### config.mk
export PLATFORM = sky130hd
export DESIGN_NAME = ram_controller
export DESIGN_NICKNAME = d
export VERILOG_FILES = /design/src/mem_pkg.sv /design/src/ram_controller.sv
export VERILOG_INCLUDE_DIRS = /design/src
export SDC_FILE = /design/constraint.sdc
export NUM_CORES = 1
export LEC_CHECK = 0
export BUFFER_PORTS_ARGS = -buffer_cell sky130_fd_sc_hd__buf_2
export CORE_ASPECT_RATIO = 1.75
export CORE_MARGIN = 2
export CORE_UTILIZATION = 41
export CTS_CLUSTER_DIAMETER = 200
export DETAILED_ROUTE_END_ITERATION = 6
export HOLD_SLACK_MARGIN = 0.06
export PLACE_DENSITY = 0.86
export SYNTH_ARGS = -nofsm -noshare
export SYNTH_HDL_FRONTEND = slang
export SYNTH_SLANG_ARGS = --single-unit
### constraint.sdc
create_clock -name ram_work_done -period 4.75 [get_ports ram_work_done]
set_clock_uncertainty 0.2 [all_clocks]
set_input_delay 0.2375 -clock ram_work_done [delete_from_list [all_inputs] [get_ports ram_work_done]]
set_output_delay 0.2375 -clock ram_work_done [all_outputs]
set_load 0.005 [all_outputs]
### src/mem_defs.svh
`ifndef MEM_DEFS_SVH
`define MEM_DEFS_SVH

//////////////////////////////////////////////////
// Word widths of the memory stage
//////////////////////////////////////////////////

// Address and data word
`define MEM_ADDR_W 16
`define MEM_VALUE_W 16

// Program counter of the issuing instruction
`define REG_VALUE_W 16

//////////////////////////////////////////////////
// Bank geometry and timing
//////////////////////////////////////////////////

// Low address bits kept by each bank
`define BANK_DEPTH_BITS 8

// Wait cycles before a bank completes
`define BANK1_WAIT 2
`define BANK2_WAIT 4

`endif
### src/mem_pkg.sv
`default_nettype none

`include "mem_defs.svh"

package mem_pkg;

	// Plain words
	typedef logic [`MEM_ADDR_W-1:0] mem_addr_t;
	typedef logic [`MEM_VALUE_W-1:0] mem_value_t;
	typedef logic [`REG_VALUE_W-1:0] reg_value_t;

	//////////////////////////////////////////////////
	// Request from the memory stage
	//////////////////////////////////////////////////
	typedef struct packed {
		logic       rd;
		logic       wr;
		mem_addr_t  addr;
		mem_value_t data;
	} mem_req_t;

	//////////////////////////////////////////////////
	// Command from the controller to one bank
	//////////////////////////////////////////////////
	typedef struct packed {
		logic                        wr;
		logic [`BANK_DEPTH_BITS-1:0] index;
		mem_value_t                  data;
	} bank_cmd_t;

endpackage

`default_nettype wire

### src/ram_controller.sv
`timescale 1ns/1ps
`default_nettype none

`include "mem_defs.svh"

module ram_controller (
	input  wire                      ram_work_done,
	input  wire                      rst,
	input  wire mem_pkg::mem_req_t   req,
	input  wire mem_pkg::reg_value_t pc,
	input  wire                      ram1_work_done,
	input  wire mem_pkg::mem_value_t ram1_feedback,
	input  wire                      ram2_work_done,
	input  wire mem_pkg::mem_value_t ram2_feedback,
	output logic                     ram1_need_to_work,
	output logic                     ram2_need_to_work,
	output mem_pkg::bank_cmd_t       ram1_cmd,
	output mem_pkg::bank_cmd_t       ram2_cmd,
	output logic                     work_done,
	output mem_pkg::mem_value_t      feedback
);

	import mem_pkg::*;

	// Request decode
	logic       access;
	logic       bank1_sel;
	bank_cmd_t  cmd;

	// Completion bookkeeping
	logic       pc_done;
	logic       pending;
	logic       bank_done;
	mem_value_t bank_word;
	reg_value_t done_pc;
	logic       done_valid;
	mem_value_t feedback_q;

	//////////////////////////////////////////////////
	// Address decode
	//////////////////////////////////////////////////

	// Top address bit picks the bank, bank 1 owns the upper half
	assign access    = req.rd | req.wr;
	assign bank1_sel = req.addr[`MEM_ADDR_W-1];

	// Both banks see the same command, only the enable differs
	always_comb begin
		cmd.wr    = req.wr;
		cmd.index = req.addr[`BANK_DEPTH_BITS-1:0];
		cmd.data  = req.data;
	end

	assign ram1_cmd = cmd;
	assign ram2_cmd = cmd;

	// Access for this pc already finished?
	assign pc_done = done_valid && (done_pc == pc);
	assign pending = access && !pc_done;

	// Enable stays up until a completion tagged with this pc is recorded
	assign ram1_need_to_work = pending && bank1_sel;
	assign ram2_need_to_work = pending && !bank1_sel;

	//////////////////////////////////////////////////
	// Completion capture
	//////////////////////////////////////////////////

	// Only the enabled bank's pulse counts
	assign bank_done = (ram1_need_to_work && ram1_work_done) ||
		(ram2_need_to_work && ram2_work_done);

	assign bank_word = bank1_sel ? ram1_feedback : ram2_feedback;

	always_ff @(posedge ram_work_done) begin
		if (rst) begin
			done_valid <= 1'b0;
		end else if (bank_done) begin
			done_valid <= 1'b1;
		end
	end

	// Tag and word of the last completed access
	always_ff @(posedge ram_work_done) begin
		if (bank_done) begin
			done_pc    <= pc;
			feedback_q <= bank_word;
		end
	end

	//////////////////////////////////////////////////
	// Result return
	//////////////////////////////////////////////////

	// An idle stage is never stalled
	assign work_done = !access || pc_done;
	assign feedback  = feedback_q;

endmodule

`default_nettype wire

==> flow_metrics.env <==
export IMPL_die_width_um=53.89
export IMPL_setup_tns_ns=0
export IMPL_p_per_area_mw_per_mm2=305.1
export IMPL_yosysWarnings=0
export IMPL_cts_tree="done"
export IMPL_grt_pass1_wl_um=5782
export IMPL_syn_area_mm2=0.001785
export IMPL_portBuffers=75
export IMPL_min_period_over_period=0.5358
export IMPL_min_period_ns=2.545
export IMPL_slew_violations=0
export IMPL_layout_drive_gt1_share=0.5000
export IMPL_post_place_cells=205
export IMPL_pin_count=155
export IMPL_crit_arrival_ns=2.11
export IMPL_design_area_mm2=0.002298
export IMPL_num_antenna_cells=0
export IMPL_drt_total_wl_um=3808
export IMPL_synth_top_family_by_area="buffers and inverters"
export IMPL_drv_cap=0
export IMPL_ant_nets=0
export IMPL_fillers=345
export IMPL_whs_ns=0.06915
export IMPL_track_usage=0.1672
export IMPL_wl_per_cell_um=15.29
export IMPL_cts_sinks=33
export IMPL_cts_htree_levels=2
export IMPL_gp_congestion=0.7050
export IMPL_crit_fanout=4
export IMPL_start_util=0.4302
export IMPL_drt_first_pass_iters=4
export IMPL_rsz0062_at_grt="no"
export IMPL_synthMuxAreaShare=0.1072
export IMPL_vias=1169
export IMPL_placed_cell_area_mm2=0.001848
export IMPL_synth_compound_area_frac=0.02242
export IMPL_layout_commonest_cell="buf_2"
export IMPL_post_cts_buffers=0
export IMPL_min_path_type="in2reg"
export IMPL_synth_nets=219
export IMPL_placementRows=31
export IMPL_critPathKind="in2out"
export IMPL_p_leak_nw=0.9380
export IMPL_synth_simple_gate_area_frac=0.02453
export IMPL_cts_buffer_depth=2
export IMPL_clk_latency_ns=0.28
export IMPL_drt_iter0_drc=10
export IMPL_die_area_mm2=0.004919
export IMPL_cts_root_buf="clkbuf_8"
export IMPL_final_util=0.5538
export IMPL_grt_max_degree=33
export IMPL_cts_resized=0
export IMPL_yosysSeqAreaShare=0.5494
export IMPL_required_ns=4.31
export IMPL_via_per_inst=4.695
export IMPL_antenna_found_initial=0
export IMPL_hpwl_um=2416
export IMPL_cts_hold_buffers_added=36
export IMPL_area_delta_synth_final_pct=28.73
export IMPL_first_global_vias=1221
export IMPL_end_kind="output pin"
export IMPL_layoutNonFillerInstCount=249
export IMPL_syn_inst=133
export IMPL_cp_start_kind="primary input"
export IMPL_outcome="complete, no violations"
export IMPL_finalHoldViolCount=0
export IMPL_setup_viol=0
export IMPL_grt_overflow=0
export IMPL_synthXorXnorAreaFrac=0.07849
export IMPL_drc=0
export IMPL_timing_fmax_mhz=392.9
export IMPL_synthAdderAreaFrac=0
export IMPL_die_h_um=91.30
export IMPL_core_region_area_mm2=0.004150
export IMPL_ir_drop_v=0.0002625
export IMPL_syn_avg_cell_area_um2=13.42
export IMPL_layout_common_cells="75 x buf_2, 36 x dlygate4sd3_1, 32 x edfxtp_1"
export IMPL_worst_pin_slew_ns=1.042
export IMPL_cts_buffers=5
export IMPL_fin_nets=285
export IMPL_ys_seq_elements=33
export IMPL_synth_cell_types=16
export IMPL_clkSlewWorstSetupHoldPaths_ns=0.06
export IMPL_maxSlewHeadroom=0.3041
path summary, 6_finish.rpt:
path	slack, ns	endpoint	start	cells after the start
worst min-delay path	0.07	feedback[13]$_DFFE_PP_	ram2_feedback[13]	2
worst max register to register	2.52	done_pc[14]$_DFFE_PP_	done_pc[2]$_DFFE_PP_	4
worst min register to register	0.25	done_valid$_SDFFE_PP0P_	done_valid$_SDFFE_PP0P_	2
worst max-delay path	2.21	ram2_need_to_work	pc[2]	7
per-layer routing:
| layer | global-route usage | up-vias | wire length (um) |
|---|---|---|---|
| met2 | 0.2967 | 52 | 2179 |
| met5 | 0 | - | 0 |
| met1 | 0.1523 | 540 | 1186 |
| li1 | - | 544 | - |
| met3 | 0.02961 | 33 | 223 |
| met4 | 0.1303 | 0 | 219 |
synthesized netlist by cell type:
| master | n | share of area |
|---|---|---|
| a21oi_1 | 3 | 0.0084 |
| edfxtp_1 | 32 | 0.54 |
| a21o_1 | 1 | 0.0042 |
| nor4_2 | 1 | 0.0070 |
| inv_1 | 1 | 0.0021 |
| nand3_1 | 1 | 0.0028 |
| xnor2_1 | 15 | 0.074 |
| xor2_1 | 1 | 0.0049 |
| dfxtp_1 | 1 | 0.011 |
| nand4_1 | 3 | 0.011 |
| buf_2 | 2 | 0.0056 |
| a211oi_1 | 1 | 0.0042 |
| o21ai_0 | 2 | 0.0056 |
| nor2_1 | 2 | 0.0042 |
| buf_4 | 50 | 0.21 |
| mux2_2 | 17 | 0.11 |
power breakdown:
| part | switching, mW | internal [mW] |
|---|---|---|
| combinational | 0.0477 | 0.0746 |
| sequential | 0.0106 | 0.357 |
| clock | 0.0927 | 0.118 |
metrics by stage:
stage               setup WS [ns]  power [mW]
detailed placement          2.304      0.4707
global placement            2.364      0.4666
finish                      2.205      0.7012
CTS                         2.163      0.7080
floorplan                   1.806      0.4531
global route                2.062      0.7317
sequential cells by signal, summed over array words and instances (netlist names):
name and count:
done_pc 16, feedback 16, done_valid 1
area by class of cell:
type	count	area, um2	area share
flip-flops and latches	33	980.9	0.4268
clock buffers	8	90.09	0.03919
inverters	1	3.754	0.001633
well taps	49	61.31	0.02667
multi-input cells	47	426.7	0.1856
repair buffers	111	735.7	0.3201
logic make-up after synthesis:
| family | Yosys count |
|---|---|
| XOR/XNOR | 16 |
| buffers and inverters | 53 |
| AO/OA/AOI/OAI | 7 |
| multiplexers | 17 |
| AND/OR/NAND/NOR | 7 |
| flip-flops | 33 |
worst max-delay path: stages:
cell and delay [ns]:
dlygate4sd3_1 0.54, buf_2 0.14, xnor2_1 0.14, nand4_1 0.15, nor4_2 0.59, a211oi_1 0.16
buf_2 0.15
Power figures use the tool's default switching activity.
