`src/mem_defs.svh`:
```
`ifndef MEM_DEFS_SVH
`define MEM_DEFS_SVH

//////////////////////////////////////////////////
// Word widths of the memory stage
//////////////////////////////////////////////////

// Address and data word
`define MEM_ADDR_W 16
`define MEM_VALUE_W 16

// Program counter of the issuing instruction
`define REG_VALUE_W 16

//////////////////////////////////////////////////
// Bank geometry and timing
//////////////////////////////////////////////////

// Low address bits kept by each bank
`define BANK_DEPTH_BITS 8

// Wait cycles before a bank completes
`define BANK1_WAIT 2
`define BANK2_WAIT 4

`endif
```
`src/mem_pkg.sv`:
```
`default_nettype none

`include "mem_defs.svh"

package mem_pkg;

	// Plain words
	typedef logic [`MEM_ADDR_W-1:0] mem_addr_t;
	typedef logic [`MEM_VALUE_W-1:0] mem_value_t;
	typedef logic [`REG_VALUE_W-1:0] reg_value_t;

	//////////////////////////////////////////////////
	// Request from the memory stage
	//////////////////////////////////////////////////
	typedef struct packed {
		logic       rd;
		logic       wr;
		mem_addr_t  addr;
		mem_value_t data;
	} mem_req_t;

	//////////////////////////////////////////////////
	// Command from the controller to one bank
	//////////////////////////////////////////////////
	typedef struct packed {
		logic                        wr;
		logic [`BANK_DEPTH_BITS-1:0] index;
		mem_value_t                  data;
	} bank_cmd_t;

endpackage

`default_nettype wire

```
`src/sram_bank.sv`:
```
`timescale 1ns/1ps
`default_nettype none

`include "mem_defs.svh"

module sram_bank #(
	parameter int unsigned WAIT = 0
) (
	input  wire                     ram_work_done,
	input  wire                     rst,
	input  wire                     need_to_work,
	input  wire mem_pkg::bank_cmd_t cmd,
	output logic                    work_done,
	output mem_pkg::mem_value_t     feedback
);

	import mem_pkg::*;

	localparam int BANK_WORDS = 1 << `BANK_DEPTH_BITS;

	// Counter wide enough for WAIT-1, at least one bit
	localparam int CNT_W = (WAIT > 1) ? $clog2(WAIT) : 1;
	localparam logic [CNT_W-1:0] LAST_CNT = CNT_W'((WAIT > 0) ? WAIT - 1 : 0);

	typedef enum logic [1:0] {
		ST_IDLE,
		ST_WAITING,
		ST_FINISH
	} bank_state_t;

	bank_state_t      state;
	logic [CNT_W-1:0] wait_cnt;

	// Word storage
	mem_value_t mem [BANK_WORDS];

	//////////////////////////////////////////////////
	// Wait-state FSM
	//////////////////////////////////////////////////

	always_ff @(posedge ram_work_done) begin
		if (rst) begin
			state    <= ST_IDLE;
			wait_cnt <= '0;
		end else if (!need_to_work) begin
			// Enable dropped, abandon any count in progress
			state    <= ST_IDLE;
			wait_cnt <= '0;
		end else begin
			case (state)
				ST_IDLE: begin
					wait_cnt <= '0;
					state    <= (WAIT == 0) ? ST_FINISH : ST_WAITING;
				end
				ST_WAITING: begin
					if (wait_cnt == LAST_CNT) begin
						state <= ST_FINISH;
					end else begin
						wait_cnt <= wait_cnt + 1'b1;
					end
				end
				ST_FINISH: begin
					// One-cycle done pulse, back to idle
					state <= ST_IDLE;
				end
				default: begin
					state <= ST_IDLE;
				end
			endcase
		end
	end

	//////////////////////////////////////////////////
	// Access and result
	//////////////////////////////////////////////////

	// Write lands at the edge closing the finish cycle
	always_ff @(posedge ram_work_done) begin
		if (state == ST_FINISH && need_to_work && cmd.wr) begin
			mem[cmd.index] <= cmd.data;
		end
	end

	assign work_done = (state == ST_FINISH);

	// Writes echo their own data
	assign feedback = cmd.wr ? cmd.data : mem[cmd.index];

endmodule

`default_nettype wire

```
`config.mk`:
```
export PLATFORM = sky130hd
export DESIGN_NAME = sram_bank
export DESIGN_NICKNAME = d
export VERILOG_FILES = /design/src/mem_pkg.sv /design/src/sram_bank.sv
export VERILOG_INCLUDE_DIRS = /design/src
export SDC_FILE = /design/constraint.sdc
export NUM_CORES = 2
export LEC_CHECK = 0
export CORE_MARGIN = 2
export CORE_UTILIZATION = 40
export CTS_CLUSTER_SIZE = 24
export DETAILED_ROUTE_END_ITERATION = 6
export DONT_BUFFER_PORTS = 1
export PLACE_DENSITY = 0.57
export SYNTH_ARGS = -nofsm -noshare
export SYNTH_HDL_FRONTEND = slang
export SYNTH_SLANG_ARGS = --single-unit
```
`constraint.sdc`:
```
create_clock -name ram_work_done -period 9.1 [get_ports ram_work_done]
set_clock_uncertainty 0.1 [all_clocks]
set_input_delay 1.82 -clock ram_work_done [delete_from_list [all_inputs] [get_ports ram_work_done]]
set_output_delay 1.82 -clock ram_work_done [all_outputs]
set_load 0.02 [all_outputs]
```
==> impl_metrics.csv <==
group,metric,value,unit
power_and_ir_drop,swShare,21.00,%
layout,mostFrequentLayoutCell,"edfxtp_1",
die,start_util,40.16,%
worst_setup_path,critical_path.slowest_cell,"a211oi_1",
cts,postCtsSetupBuffers,0,
die,die_y,631.5,um
power_and_ir_drop,combPwrFrac,4.0,%
die,coreArea,0.3922,mm2
synth,seq_area_frac_synth,78.10,%
place,port-buffer-count,0,
cts,cts_root_buf,"clkbuf_16",
worst_setup_path,r2r_slack,4.74,ns
worst_setup_path,cp_num_buf_inv,4,
timing,hold_violations,0,
layout,layout-drive-gt1-share,25.63,%
run,drv_cap,0,
worst_setup_path,critical_path.max_fanout,139,
place,gp_congestion,0.8272,
power_and_ir_drop,power.total,38.72,mW
timing,setup_viol,2,
worst_setup_path,critPathKind,"in -> out",
detailed_routing,routed_wl,445.2,mm
worst_setup_path,crit_path_cell_trace,"buf_16, buf_16, and2_4, buf_4, a22oi_1, o211a_1, a2111oi_2, o2111ai_1, a211oi_1, o22ai_1, buf_4",
cts,clk_pin_slew,0.06,ns
synth,synth_area,0.1575,mm2
status,status,"finished, violations left",
layout,layout.nets,7533,
power_and_ir_drop,power.density,217.0,mW/mm2
grt,grt_pass1_wl,617.3,mm
detailed_routing,first_pass_iters,6,
detailed_routing,num_vias,78450,
timing,maxSlewViolCount,121,
timing,worst_pin_slew,1.770,ns
place,dpl_cell_area,0.1651,mm2
detailed_routing,drc_errors,0,
timing,slew_headroom,-18.02,%
power_and_ir_drop,p_int,30.59,mW
cts,insertion_delay,0.96,ns
grt,overflow,0,
worst_setup_path,crit_arrival,7.34,ns
cts,cts_tree,"done",
synth,ys.flop_type,"edfxtp_1",
detailed_routing,vias_per_cell,6.003,
worst_setup_path,slowest_delay,0.89,ns
synth,yosys_warnings,0,
synth,async_reset_ff_share,0,%
status,violations,"slew limit, setup timing",
layout,final_cell_mix,"4096 x edfxtp_1, 939 x mux4_2, 418 x clkbuf_16",
cts,cts_sinks,4097,
synth,synth_cells,7113,
power_and_ir_drop,leakage,55.35,nW
grt,grt_usage,21.91,%
worst_setup_path,crit_path_start_kind,"primary input",
timing,rsz0062_at_grt,"no",
cts,cts-buffers-inserted,414,
timing,fmax,0.1080,GHz
grt,grt_pass1_vias,77770,
synth,synth-seq-cells,4097,
die,io_pins,45,
grt,antenna_found_initial,19,
worst_setup_path,worst_setup_path_end_kind,"output pin",
grt,grt_start_max_net_pins,624,
place,dp_hpwl,239.2,mm
power_and_ir_drop,p_sw,8.132,mW
synth,synth_edf_count,4096,
worst_setup_path,crit_required,7.18,ns
detailed_routing,dr.first_iter.drc_count,10660,
timing,layout_setup_ws,-0.1613,ns
timing,timing.final.crit_share,101.8,%
die,rows,230,
die,die-area,0.3988,mm2
power_and_ir_drop,vdd_ir_drop_max,0.1533,mV
worst_setup_path,cp_top_family,"compound AO/OA/AOI/OAI gates",
die,fp.dieW,631.5,um
synth,synth_cell_types,66,
cts,cts.path.max_buffers,4,
detailed_routing,wire_per_inst,34.07,um
power_and_ir_drop,pwr-share-clk,42.4,%
power_and_ir_drop,power_frac_seq,53.6,%
synth,syn-num-nets,7141,
detailed_routing,ant_nets,0,
layout,fin_area,0.1785,mm2
layout,syn_to_final_growth,13.30,%
hold_path,min_path_type,"reg -> reg",
timing,fin_crit,9.261,ns
synth,syn-mean-instance-area,22.14,um2
cts,htreeDepth,5,
[cells by family after synthesis]
kind of cell	synth area share, %
flops	78.10
mux	15.41
simple gates	2.020
compound gates	2.814
buf+inv	1.651
[final timing paths]
check                 endpoint  startpoint  cells after the start
setup / recovery  feedback[12]     cmd[19]                     11
hold / removal        state[1]    state[1]                      1
setup reg to reg   mem[70][11]    state[1]                      6
hold reg to reg       state[1]    state[1]                      1
[layout make-up]
cell class | count | area [um2]
inverters | 18 | 76.32
multi-input cells | 2569 | 32240
flip-flops and latches | 4097 | 123000
well taps | 5220 | 6531
clock inverters | 238 | 2151
fillers | 32450 | 213800
repair buffers | 405 | 3608
clock buffers | 508 | 10810
diodes | 13 | 32.53
[registers in the layout, indices dropped and copies added (netlist names)]
signal	cells
mem	4096
state	1
[timing repair]
action / CTS / global route
endpoints found under the setup margin: 10 / 2
resized for setup: 1 / 1
cloned: 4 / 1
hold buffers: 0 / 0
[per-layer routing]
layer  routed length [um]  GRT usage (%)  up-vias
met5                   84              0        -
met1               178800          30.55    42980
li1                     -              -    31060
met4                15500          6.814       12
met3                39110          4.279      652
met2               211800          34.95     3750
[cell usage after synthesis (all sizes together), types with 3 or more instances]
master   number  area, um2
inv          18      67.57
mux4        940      21170
a32oi        42      367.9
o211ai       13      97.59
nor4         17      106.4
or4           4      30.03
o22ai       143      894.6
mux2          6      67.56
a21boi        9      67.56
o22a         50      437.9
nand4b        3      26.28
and4b         3      30.03
nor4bb        3      30.03
a22o         18      157.7
mux2i       303       3033
buf         260       1898
nor3         31      155.2
and3          4      25.02
or3           9      56.30
o2111ai      15      131.4
nand2       203      762.0
a21oi        41      205.2
a221oi       27      242.7
nor2        296       1111
nor2b        13      81.33
a211oi        8      60.06
a2111oi       6      58.80
nand2b        7      43.79
o21ai        30      150.1
and2          5      31.28
nand3        71      355.3
nand4        36      225.2
nand3b        3      22.52
edfxtp     4096     123000
a31oi        27      168.9
clkbuf      169      635.6
a22oi       108      810.8
a311oi       15      131.4
o221ai       33      289.0
a32o          5      50.05
[metrics by stage]
step	worst slack, ns	TNS, ns	util, %	std cells	hold slack (ns)
floorplan	3.044	0	-	7113	0.4791
global placement	-0.8415	-3.985	42.07	12290	0.5547
detailed placement	-0.7796	-3.582	42.08	12290	0.5556
CTS	0.2469	0	45.42	13040	0.5650
global route	0.0004214	0	45.49	13060	0.5918
finish	-0.1613	-0.1655	45.50	13070	0.5697
[worst register-to-register path: cells and delay by family (launching register included)]
family | cells | cell delay [ns]
buffers and inverters | 2 | 0.82
flip-flops | 1 | 0.54
AND/OR/NAND/NOR | 4 | 2.56
[power by group through the flow]
stage	clock, mW	combinational (mW)	sequential, mW
global route	17.4	1.58	20.8
global placement	0	1.40	21.2
floorplan	0	0.973	21.2
finish	16.4	1.53	20.8
CTS	16.7	1.41	20.8
detailed placement	0	1.39	21.2
(Power assumes the default switching activity.)
